## src/source/udp_tx_pkg.sv

```systemverilog
// Shared types, protocol constants and the frame phase encoding for the UDP transmitter RTL
package udp_tx_pkg;

    // --------------------------------------------------
    // Data types
    // --------------------------------------------------
    typedef logic [7:0]  byte_t;     // One GMII byte
    typedef logic [31:0] word_t;     // One payload word
    typedef logic [15:0] len_t;      // Byte count
    typedef logic [47:0] mac_t;
    typedef logic [31:0] ip_addr_t;

    // Frame phases in transmit order
    typedef enum logic [2:0] {
        PH_IDLE,
        PH_CHECKSUM,
        PH_PREAMBLE,
        PH_ETH_HEAD,
        PH_IP_HEAD,
        PH_PAYLOAD,
        PH_FCS
    } tx_phase_e;

    // --------------------------------------------------
    // Ethernet framing
    // --------------------------------------------------
    localparam byte_t       PREAMBLE_BYTE  = 8'h55;
    localparam byte_t       SFD_BYTE       = 8'hd5;
    localparam logic [15:0] ETH_TYPE_IPV4  = 16'h0800;
    localparam int          PREAMBLE_BYTES = 8;    // Seven preamble bytes plus SFD
    localparam int          ETH_HDR_BYTES  = 14;

    // --------------------------------------------------
    // IPv4 and UDP
    // --------------------------------------------------
    localparam int          IP_HDR_BYTES      = 20;
    localparam int          UDP_HDR_BYTES     = 8;
    localparam int          MIN_PAYLOAD_BYTES = 18;  // 46 byte minimum minus both headers
    localparam byte_t       IP_PROTO_UDP      = 8'd17;
    localparam byte_t       IP_TTL            = 8'h40;
    localparam logic [15:0] IP_FLAGS_DF       = 16'h4000;  // Don't fragment, offset 0

endpackage

```

## src/source/frame_if.sv

```systemverilog
// Frame sequencing bundle from the transmit FSM to the header, byte mux and CRC blocks
`timescale 1ns/1ps

interface frame_if
    import udp_tx_pkg::*;
();

    tx_phase_e  phase;
    logic [4:0] byte_idx;  // Position inside preamble or header phases
    logic [1:0] lane;      // Byte of the current word, payload and FCS
    logic       pad;       // Zero fill after the real payload
    logic       crc_en;
    logic       crc_clr;
    logic       hdr_load;  // Starts header snapshot and checksum
    logic       sum_done;  // Checksum stored, header ready

    modport ctrl (
        output phase, byte_idx, lane, pad, crc_en, crc_clr, hdr_load,
        input  sum_done
    );

    modport hdr (input phase, byte_idx, hdr_load, output sum_done);

    modport mux (input phase, byte_idx, lane, pad);

    modport crc (input phase, lane, crc_en, crc_clr);

endinterface

```

## src/source/eth_crc32.sv

```systemverilog
// Byte-wise Ethernet CRC-32 over the transmitted frame, supplies the four FCS bytes
`timescale 1ns/1ps

module eth_crc32
    import udp_tx_pkg::*;
(
    input  logic  clk,
    input  logic  rst_n,
    input  byte_t txd,        // Registered GMII byte
    output byte_t fcs_byte,
    frame_if.crc  fr
);

    localparam logic [31:0] POLY_REFL = 32'hEDB88320;  // 04C11DB7 reflected

    logic [31:0] crc_q;
    logic [31:0] crc_next;
    logic [31:0] crc_out;
    logic        crc_en_q;   // crc_en lined up with the byte now on txd

    // LSB first, matching GMII bit order
    function automatic logic [31:0] crc_byte(input logic [31:0] crc, input byte_t data);
        logic [31:0] c;
        int          i;
        c = crc ^ {24'h0, data};
        for (i = 0; i < 8; i++) begin
            c = c[0] ? ((c >> 1) ^ POLY_REFL) : (c >> 1);
        end
        return c;
    endfunction

    assign crc_next = crc_byte(crc_q, txd);

    always_ff @(posedge clk or negedge rst_n) begin
        if (!rst_n) begin
            crc_en_q <= 1'b0;
            crc_q    <= '1;
        end else begin
            crc_en_q <= fr.crc_en;
            if (fr.crc_clr)
                crc_q <= '1;
            else if (crc_en_q)
                crc_q <= crc_next;
        end
    end

    // First FCS cycle still has the last payload byte in flight
    assign crc_out = crc_en_q ? crc_next : crc_q;

    // Complemented remainder, low byte first on the wire
    assign fcs_byte = (fr.phase == PH_FCS) ? ~crc_out[{fr.lane, 3'b000} +: 8] : '0;

    // Preamble starts from a cleared remainder with nothing fed in
    a_no_crc_in_preamble: assert property (@(posedge clk) disable iff (!rst_n)
        (fr.phase == PH_PREAMBLE) |-> (!crc_en_q && crc_q == '1));

endmodule

```

## src/source/gmii_byte_mux.sv

```systemverilog
// Picks the frame byte for the current phase and drives the registered GMII transmit pins
`timescale 1ns/1ps

module gmii_byte_mux
    import udp_tx_pkg::*;
(
    input  logic  clk,
    input  logic  rst_n,
    input  word_t tx_data,
    input  byte_t hdr_byte,
    input  byte_t fcs_byte,
    output logic  gmii_tx_en,
    output byte_t gmii_txd,
    frame_if.mux  fr
);

    localparam logic [4:0] SFD_IDX  = 5'(PREAMBLE_BYTES - 1);
    localparam logic [4:0] HDR_LAST = 5'(IP_HDR_BYTES + UDP_HDR_BYTES - 1);

    word_t data_word;
    byte_t tx_byte;
    logic  tx_active;
    logic  word_load;

    // Source updates tx_data the cycle before a word's first byte
    assign word_load = (fr.phase == PH_IP_HEAD && fr.byte_idx == HDR_LAST)
                    || (fr.phase == PH_PAYLOAD && fr.lane == 2'd3);

    always_ff @(posedge clk) begin
        if (word_load) data_word <= tx_data;
    end

    // --------------------------------------------------
    // Byte select
    // --------------------------------------------------
    always_comb begin
        case (fr.phase)
            PH_PREAMBLE: tx_byte = (fr.byte_idx == SFD_IDX) ? SFD_BYTE : PREAMBLE_BYTE;
            PH_ETH_HEAD,
            PH_IP_HEAD:  tx_byte = hdr_byte;
            // Lane 0 takes the top byte, ~lane gives 3 - lane
            PH_PAYLOAD:  tx_byte = fr.pad ? '0 : data_word[{~fr.lane, 3'b000} +: 8];
            PH_FCS:      tx_byte = fcs_byte;
            default:     tx_byte = '0;
        endcase
    end

    assign tx_active = fr.phase inside {PH_PREAMBLE, PH_ETH_HEAD, PH_IP_HEAD,
                                        PH_PAYLOAD, PH_FCS};

    always_ff @(posedge clk or negedge rst_n) begin
        if (!rst_n) begin
            gmii_tx_en <= 1'b0;
            gmii_txd   <= '0;
        end else begin
            gmii_tx_en <= tx_active;
            gmii_txd   <= tx_byte;  // Zero between frames
        end
    end

endmodule

```

## src/source/ip_header_gen.sv

```systemverilog
// Builds the Ethernet, IPv4 and UDP headers for one frame and computes the IPv4 checksum
`timescale 1ns/1ps

module ip_header_gen
    import udp_tx_pkg::*;
#(
    parameter mac_t        BOARD_MAC = 48'h00_11_22_33_44_55,
    parameter ip_addr_t    BOARD_IP  = {8'd192, 8'd168, 8'd1, 8'd123},
    parameter logic [15:0] UDP_PORT  = 16'd1234
)(
    input  logic     clk,
    input  logic     rst_n,
    input  mac_t     des_mac,
    input  ip_addr_t des_ip,
    input  len_t     tx_byte_num,
    output byte_t    hdr_byte,
    frame_if.hdr     fr
);

    localparam logic [15:0] VER_IHL_TOS = 16'h4500;  // IPv4, 5 words, TOS 0

    mac_t        dst_mac;
    ip_addr_t    dst_ip;
    len_t        pay_len;
    len_t        total_len;
    len_t        udp_len;
    logic [15:0] ident;
    logic [3:0]  stage;     // Checksum pipeline position
    logic [31:0] sum_acc;
    logic [15:0] ip_cksum;
    logic        sum_done;

    byte_t [0:ETH_HDR_BYTES-1]                 eth_hdr;
    byte_t [0:IP_HDR_BYTES+UDP_HDR_BYTES-1]    ip_udp_hdr;

    // --------------------------------------------------
    // Snapshot and checksum datapath
    // --------------------------------------------------
    always_ff @(posedge clk) begin
        // Last idle sample is the strobe cycle, then held for the frame
        if (fr.phase == PH_IDLE) begin
            dst_mac <= des_mac;
            dst_ip  <= des_ip;
            pay_len <= tx_byte_num;
        end
        if (fr.hdr_load) begin
            total_len <= pay_len + 16'(IP_HDR_BYTES + UDP_HDR_BYTES);
            udp_len   <= pay_len + 16'(UDP_HDR_BYTES);
        end
        // Ten header words, checksum field counted as zero
        if (stage[0]) begin
            sum_acc <= 32'(VER_IHL_TOS) + 32'(total_len) + 32'(ident) + 32'(IP_FLAGS_DF)
                     + 32'({IP_TTL, IP_PROTO_UDP})
                     + 32'(BOARD_IP[31:16]) + 32'(BOARD_IP[15:0])
                     + 32'(dst_ip[31:16]) + 32'(dst_ip[15:0]);
        end else if (stage[1] || stage[2]) begin
            sum_acc <= {16'h0, sum_acc[31:16]} + {16'h0, sum_acc[15:0]};  // Fold carry
        end
        if (stage[3]) ip_cksum <= ~sum_acc[15:0];
    end

    always_ff @(posedge clk or negedge rst_n) begin
        if (!rst_n) begin
            ident    <= '0;
            stage    <= '0;
            sum_done <= 1'b0;
        end else begin
            if (fr.hdr_load) ident <= ident + 16'd1;  // First frame goes out with 1
            stage    <= {stage[2:0], fr.hdr_load};
            sum_done <= stage[3];
        end
    end

    assign fr.sum_done = sum_done;

    // --------------------------------------------------
    // Header byte select
    // --------------------------------------------------
    assign eth_hdr    = {dst_mac, BOARD_MAC, ETH_TYPE_IPV4};
    assign ip_udp_hdr = {VER_IHL_TOS, total_len, ident, IP_FLAGS_DF,
                         IP_TTL, IP_PROTO_UDP, ip_cksum, BOARD_IP, dst_ip,
                         UDP_PORT, UDP_PORT, udp_len, 16'h0000};  // UDP checksum unused

    always_comb begin
        case (fr.phase)
            PH_ETH_HEAD: hdr_byte = eth_hdr[fr.byte_idx[3:0]];
            PH_IP_HEAD:  hdr_byte = ip_udp_hdr[fr.byte_idx];
            default:     hdr_byte = '0;
        endcase
    end

    // Checksum lands while the FSM still waits for it
    a_sum_in_checksum: assert property (@(posedge clk) disable iff (!rst_n)
        fr.sum_done |-> (fr.phase == PH_CHECKSUM));

endmodule

```

## src/source/udp_tx_ctrl.sv

```systemverilog
// Transmit FSM, steps a frame through its phases and paces payload word requests
`timescale 1ns/1ps

module udp_tx_ctrl
    import udp_tx_pkg::*;
(
    input  logic  clk,
    input  logic  rst_n,
    input  logic  tx_start_en,
    input  len_t  tx_byte_num,
    output logic  tx_req,
    output logic  tx_done,
    frame_if.ctrl fr
);

    localparam logic [4:0] PRE_LAST = 5'(PREAMBLE_BYTES - 1);
    localparam logic [4:0] ETH_LAST = 5'(ETH_HDR_BYTES - 1);
    localparam logic [4:0] HDR_LAST = 5'(IP_HDR_BYTES + UDP_HDR_BYTES - 1);
    localparam logic [4:0] REQ_IDX  = HDR_LAST - 5'd2;  // First word asked for here

    tx_phase_e  phase;
    logic [4:0] byte_idx;
    logic [1:0] lane;
    len_t       data_len;   // Real payload bytes
    len_t       frame_len;  // Payload after padding to the minimum
    len_t       pay_cnt;
    logic       hdr_load;
    logic       fcs_last;
    logic       more_words;

    // Another word exists past the one whose lane 1 is going out now
    assign more_words = ({1'b0, pay_cnt} + 17'd3) < {1'b0, data_len};

    // Lengths are sampled with the strobe
    always_ff @(posedge clk) begin
        if (phase == PH_IDLE && tx_start_en) begin
            data_len  <= tx_byte_num;
            frame_len <= (tx_byte_num < len_t'(MIN_PAYLOAD_BYTES)) ?
                         len_t'(MIN_PAYLOAD_BYTES) : tx_byte_num;
        end
    end

    // --------------------------------------------------
    // Phase sequencing
    // --------------------------------------------------
    always_ff @(posedge clk or negedge rst_n) begin
        if (!rst_n) begin
            phase    <= PH_IDLE;
            byte_idx <= '0;
            lane     <= '0;
            pay_cnt  <= '0;
            hdr_load <= 1'b0;
            tx_req   <= 1'b0;
            fcs_last <= 1'b0;
            tx_done  <= 1'b0;
        end else begin
            hdr_load <= 1'b0;
            tx_req   <= 1'b0;
            fcs_last <= 1'b0;
            tx_done  <= fcs_last;  // One cycle after the last FCS byte leaves
            case (phase)
                PH_IDLE: begin
                    if (tx_start_en) begin  // Strobes in any other phase are dropped
                        phase    <= PH_CHECKSUM;
                        hdr_load <= 1'b1;
                    end
                end
                PH_CHECKSUM: begin
                    if (fr.sum_done) phase <= PH_PREAMBLE;
                end
                PH_PREAMBLE: begin
                    if (byte_idx == PRE_LAST) begin
                        phase    <= PH_ETH_HEAD;
                        byte_idx <= '0;
                    end else begin
                        byte_idx <= byte_idx + 5'd1;
                    end
                end
                PH_ETH_HEAD: begin
                    if (byte_idx == ETH_LAST) begin
                        phase    <= PH_IP_HEAD;
                        byte_idx <= '0;
                    end else begin
                        byte_idx <= byte_idx + 5'd1;
                    end
                end
                PH_IP_HEAD: begin
                    if (byte_idx == REQ_IDX) tx_req <= 1'b1;
                    if (byte_idx == HDR_LAST) begin
                        phase    <= PH_PAYLOAD;
                        byte_idx <= '0;
                        pay_cnt  <= '0;
                        lane     <= '0;
                    end else begin
                        byte_idx <= byte_idx + 5'd1;
                    end
                end
                PH_PAYLOAD: begin
                    lane <= lane + 2'd1;
                    // Request lands two cycles before the word's first byte
                    if (lane == 2'd1 && more_words) tx_req <= 1'b1;
                    if (pay_cnt == frame_len - 16'd1) begin
                        phase   <= PH_FCS;
                        pay_cnt <= '0;
                        lane    <= '0;
                    end else begin
                        pay_cnt <= pay_cnt + 16'd1;
                    end
                end
                PH_FCS: begin
                    lane <= lane + 2'd1;
                    if (lane == 2'd3) begin
                        phase    <= PH_IDLE;
                        fcs_last <= 1'b1;
                    end
                end
                default: phase <= PH_IDLE;
            endcase
        end
    end

    assign fr.phase    = phase;
    assign fr.byte_idx = byte_idx;
    assign fr.lane     = lane;
    assign fr.hdr_load = hdr_load;
    assign fr.pad      = (phase == PH_PAYLOAD) && (pay_cnt >= data_len);
    assign fr.crc_en   = phase inside {PH_ETH_HEAD, PH_IP_HEAD, PH_PAYLOAD};
    assign fr.crc_clr  = tx_done;  // Remainder back to all ones between frames

    // An accepted frame must carry payload
    a_len_nonzero: assert property (@(posedge clk) disable iff (!rst_n)
        (phase == PH_IDLE && tx_start_en) |-> (tx_byte_num != '0));

    a_req_phase: assert property (@(posedge clk) disable iff (!rst_n)
        tx_req |-> (phase inside {PH_IP_HEAD, PH_PAYLOAD}));

endmodule

```

## src/source/udp_tx_top.sv

```systemverilog
// UDP over IPv4 frame transmitter for a GMII port, top level wiring of the sub-blocks
`timescale 1ns/1ps

module udp_tx_top
    import udp_tx_pkg::*;
#(
    parameter mac_t        BOARD_MAC = 48'h00_11_22_33_44_55,
    parameter ip_addr_t    BOARD_IP  = {8'd192, 8'd168, 8'd1, 8'd123},
    parameter logic [15:0] UDP_PORT  = 16'd1234
)(
    input  logic     clk,
    input  logic     rst_n,
    input  logic     tx_start_en,
    input  len_t     tx_byte_num,
    input  mac_t     des_mac,
    input  ip_addr_t des_ip,
    input  word_t    tx_data,
    output logic     tx_req,
    output logic     tx_done,
    output logic     gmii_tx_en,
    output byte_t    gmii_txd
);

    frame_if fr ();

    byte_t hdr_byte;
    byte_t fcs_byte;

    udp_tx_ctrl u_ctrl (
        .clk         (clk),
        .rst_n       (rst_n),
        .tx_start_en (tx_start_en),
        .tx_byte_num (tx_byte_num),
        .tx_req      (tx_req),
        .tx_done     (tx_done),
        .fr          (fr)
    );

    ip_header_gen #(
        .BOARD_MAC (BOARD_MAC),
        .BOARD_IP  (BOARD_IP),
        .UDP_PORT  (UDP_PORT)
    ) u_hdr (
        .clk         (clk),
        .rst_n       (rst_n),
        .des_mac     (des_mac),
        .des_ip      (des_ip),
        .tx_byte_num (tx_byte_num),
        .hdr_byte    (hdr_byte),
        .fr          (fr)
    );

    // CRC runs on the registered byte stream
    eth_crc32 u_crc (
        .clk      (clk),
        .rst_n    (rst_n),
        .txd      (gmii_txd),
        .fcs_byte (fcs_byte),
        .fr       (fr)
    );

    gmii_byte_mux u_mux (
        .clk        (clk),
        .rst_n      (rst_n),
        .tx_data    (tx_data),
        .hdr_byte   (hdr_byte),
        .fcs_byte   (fcs_byte),
        .gmii_tx_en (gmii_tx_en),
        .gmii_txd   (gmii_txd),
        .fr         (fr)
    );

endmodule
```

## config.mk

```make
export PLATFORM = sky130hd
export DESIGN_NAME = udp_tx_top
export DESIGN_NICKNAME = d
export VERILOG_FILES = /design/src/source/udp_tx_pkg.sv /design/src/source/frame_if.sv /design/src/source/eth_crc32.sv /design/src/source/gmii_byte_mux.sv /design/src/source/ip_header_gen.sv /design/src/source/udp_tx_ctrl.sv /design/src/source/udp_tx_top.sv
export SDC_FILE = /design/constraint.sdc
export NUM_CORES = 1
export LEC_CHECK = 0
export ABC_AREA = 1
export BUFFER_PORTS_ARGS = -buffer_cell sky130_fd_sc_hd__clkbuf_2
export CAP_MARGIN = 15
export CORE_UTILIZATION = 30
export DETAILED_ROUTE_END_ITERATION = 16
export GPL_TIMING_DRIVEN = 0
export SYNTH_ARGS = -nofsm -noshare
export SYNTH_HDL_FRONTEND = slang
export SYNTH_SLANG_ARGS = --single-unit
```

## constraint.sdc

```tcl
create_clock -name clk -period 29.2 [get_ports clk]
set_input_delay 5.84 -clock clk [delete_from_list [all_inputs] [get_ports clk]]
set_output_delay 5.84 -clock clk [all_outputs]
set_load 0.02 [all_outputs]
```

==> results_dict.tcl <==
set metrics [dict create \
    outcome "completed" \
    path_class "flip-flop to output port" \
    maxCapViolations 0 \
    worst_ep_arrival_time_ns 1.26 \
    wirelength_um 59200 \
    synthArstFlopShare 0.292 \
    track_usage 0.185 \
    dr.first_iter.drc_count 1410 \
    yosysTopAreaCell "edfxtp_1" \
    h-tree-depth 2 \
    ioPinCount 142 \
    use_met1 0.259 \
    worstSetupStartpointType "flip-flop" \
    synthTopCellsByArea "edfxtp_1, nand2_1, dfrtp_1" \
    final_cells 3161 \
    critPathBufInv 1 \
    grt_util_met2 0.289 \
    yosysUniqueCellTypes 54 \
    n_antenna_cell 0 \
    avgSynthCellArea_um2 8.97 \
    grt_max_degree 94 \
    antenna_found_initial 0 \
    ys_seq_area_frac 0.486 \
    crit_family "flip-flops" \
    ant_nets 0 \
    syn_nets 2349 \
    clkLatencyLatePin_ns 0.59 \
    port_buffers 141 \
    finalMaxSlewViolations 0 \
    start_util 0.305 \
    leakage_uw 0.00973 \
    cts.path.max_buffers 3 \
    skew_ns 0.0356 \
    crit_path_max_incr_delay_ns 0.42 \
    fin_nets 2542 \
    ir_drop_mv 0.0593 \
    post-dp-hpwl_um 45900 \
    grt_pass1_vias 15233 \
    min_period_ns 7.10 \
    hold_buffers 0 \
    post_cts_resized 0 \
    cts_tree "done" \
    wl_per_cell_um 18.7 \
    use_met3 0.0297 \
    cts-root-buf "clkbuf_16" \
    slew_headroom 0.323 \
    area_delta_synth_final_pct 16.7 \
    path_cells "clkbuf_2" \
    grt_overflow 0 \
    grt_first_pass_wirelength_um 89500 \
    critPathSlowestCell "dfrtp_1" \
    syn_inst 2100 \
    drtPass1Iterations 6 \
    power_density_nw_per_um2 124 \
    hold_class "flip-flop to flip-flop" \
    cts_buffers 39 \
    gp_congestion 0.949 \
    die_w_um 253 \
    dieArea_um2 63800 \
    ys.flop_type "edfxtp_1" \
    synth_most_common_cell "nand2_1" \
    netlist_top_cells_count "nand2_1, inv_1, edfxtp_1" \
    coreArea_um2 61800 \
    fin_tns_setup_ns 0 \
    dp_cells 3089 \
    die_h_um 253 \
    finalSetupViolCount 0 \
    yosys_warnings 0 \
    synth.cell_area_um2 18800 \
    synth-edff-count 226 \
    layout-drive-gt1-share 0.132 \
    crit_path_end_kind "output port" \
    via_per_inst 4.91 \
    fin_crit_sh 0.243 \
    cts_setup_buffers 0 \
    ys_seq_elements 319 \
    drcViolationCount 0 \
    hold_viol_final 0 \
    required_ns 23.36 \
    crit_path_max_fanout 4 \
    yosys.area.top_type_share 0.360 \
    fin_util 0.355 \
    cts_sinks 319 \
    fmax_mhz 141 \
    worst_pin_slew_ns 1.01 \
    top_usage_layer "met2" \
    clk_pin_slew_ns 0.07 \
    rows 91 \
    rsz0062_at_grt "false" \
    vias 15521 \
]
final timing paths:
path | startpoint | end | slack (ns) | cells past startpoint
max | u_mux.gmii_txd[3] | gmii_txd[3] | 22.10 | 1
min | u_ctrl.fcs_last | u_ctrl.fr.crc_clr | 0.36 | 0
max reg2reg | u_hdr.total_len[8] | u_hdr.sum_acc[19] | 24.94 | 17
min reg2reg | u_ctrl.fcs_last | u_ctrl.fr.crc_clr | 0.36 | 0
max in group asynchronous | rst_n | u_ctrl.pay_cnt[10] | 23.23 | 1
min in group asynchronous | rst_n | u_mux.gmii_txd[6] | 5.35 | 1
cell usage in the layout (no fill, tap or decap), types with 19 or more instances in the layout:
| master | synthesis | final |
|---|---|---|
| fa_1 | 33 | 33 |
| a21oi_1 | 78 | 78 |
| o21ai_0 | 104 | 103 |
| xor2_1 | 77 | 77 |
| nand4_1 | 27 | 27 |
| nand2_1 | 524 | 524 |
| dfstp_2 | 32 | 32 |
| xnor2_1 | 20 | 20 |
| o22ai_1 | 27 | 27 |
| clkbuf_1 | 33 | 39 |
| dfrtp_1 | 61 | 61 |
| inv_1 | 266 | 266 |
| nor2_1 | 119 | 118 |
| clkbuf_16 | 0 | 39 |
| nand3_1 | 189 | 189 |
| buf_2 | 19 | 19 |
| nor3_1 | 31 | 30 |
| ha_1 | 85 | 85 |
| a22oi_1 | 27 | 27 |
| clkbuf_2 | 0 | 140 |
| edfxtp_1 | 226 | 226 |
logic make-up after synthesis:
kind of cell,after synthesis,share of synthesized area
AOI/OAI and AO/OA,295,0.0924
xor gates and xnor gates,99,0.0475
adders and majority gates,118,0.0916
buffers and inverters,335,0.0694
DFF,319,0.486
and+or+nand+nor,934,0.213
state kept, by name (all words and copies together), names as in the netlist, 2 cells and up:
name and count:
u_crc.crc_q 32, u_ctrl.data_len 16, u_ctrl.fr.byte_idx 5, u_ctrl.fr.lane 2, u_ctrl.fr.phase 3, u_ctrl.frame_len 16
u_ctrl.pay_cnt 16, u_hdr.dst_ip 32, u_hdr.dst_mac 48, u_hdr.ident 16, u_hdr.ip_cksum 16, u_hdr.pay_len 16
u_hdr.stage 4, u_hdr.sum_acc 20, u_hdr.total_len 14, u_hdr.udp_len 16, u_mux.data_word 32, u_mux.gmii_txd 8
final cells by class:
cell class / instances / area (um2)
clock inverter: 26 / 204
timing repair buffer: 152 / 858
buffer: 63 / 287
clock buffer: 46 / 1010
inverter: 272 / 1020
fill: 6325 / 39900
sequential: 319 / 9150
multi-input combinational: 1446 / 8380
tap: 837 / 1050
routing by layer:
| metal | vias to the layer above | wire length (um) | share of wire |
|---|---|---|---|
| li1 | 7457 | - | - |
| met1 | 7426 | 27200 | 0.46 |
| met2 | 546 | 26400 | 0.45 |
| met3 | 92 | 3930 | 0.066 |
| met4 | 0 | 1740 | 0.029 |
| met5 | - | 0 | 0 |
metrics by stage:
step / hold slack, ns / instance area, um2 / power, uW / setup slack (ns)
after detailed placement: 0.343 / 20700 / 2230 / 22.07
after global placement: 0.336 / 20600 / 2210 / 15.81
after CTS: 0.360 / 22000 / 2720 / 22.08
final: 0.361 / 22000 / 2720 / 22.10
after floorplan: 0.331 / 18800 / 1770 / 19.66
after global routing: 0.363 / 22000 / 2940 / 22.07
power breakdown:
part / switching, uW / internal [uW] / leakage [uW]
Sequential: 103 / 685 / 0.00326
Clock: 203 / 268 / 0.000590
Combinational: 982 / 475 / 0.00587
Total: 1290 / 1430 / 0.00973
Power figures use the tool's default switching activity.
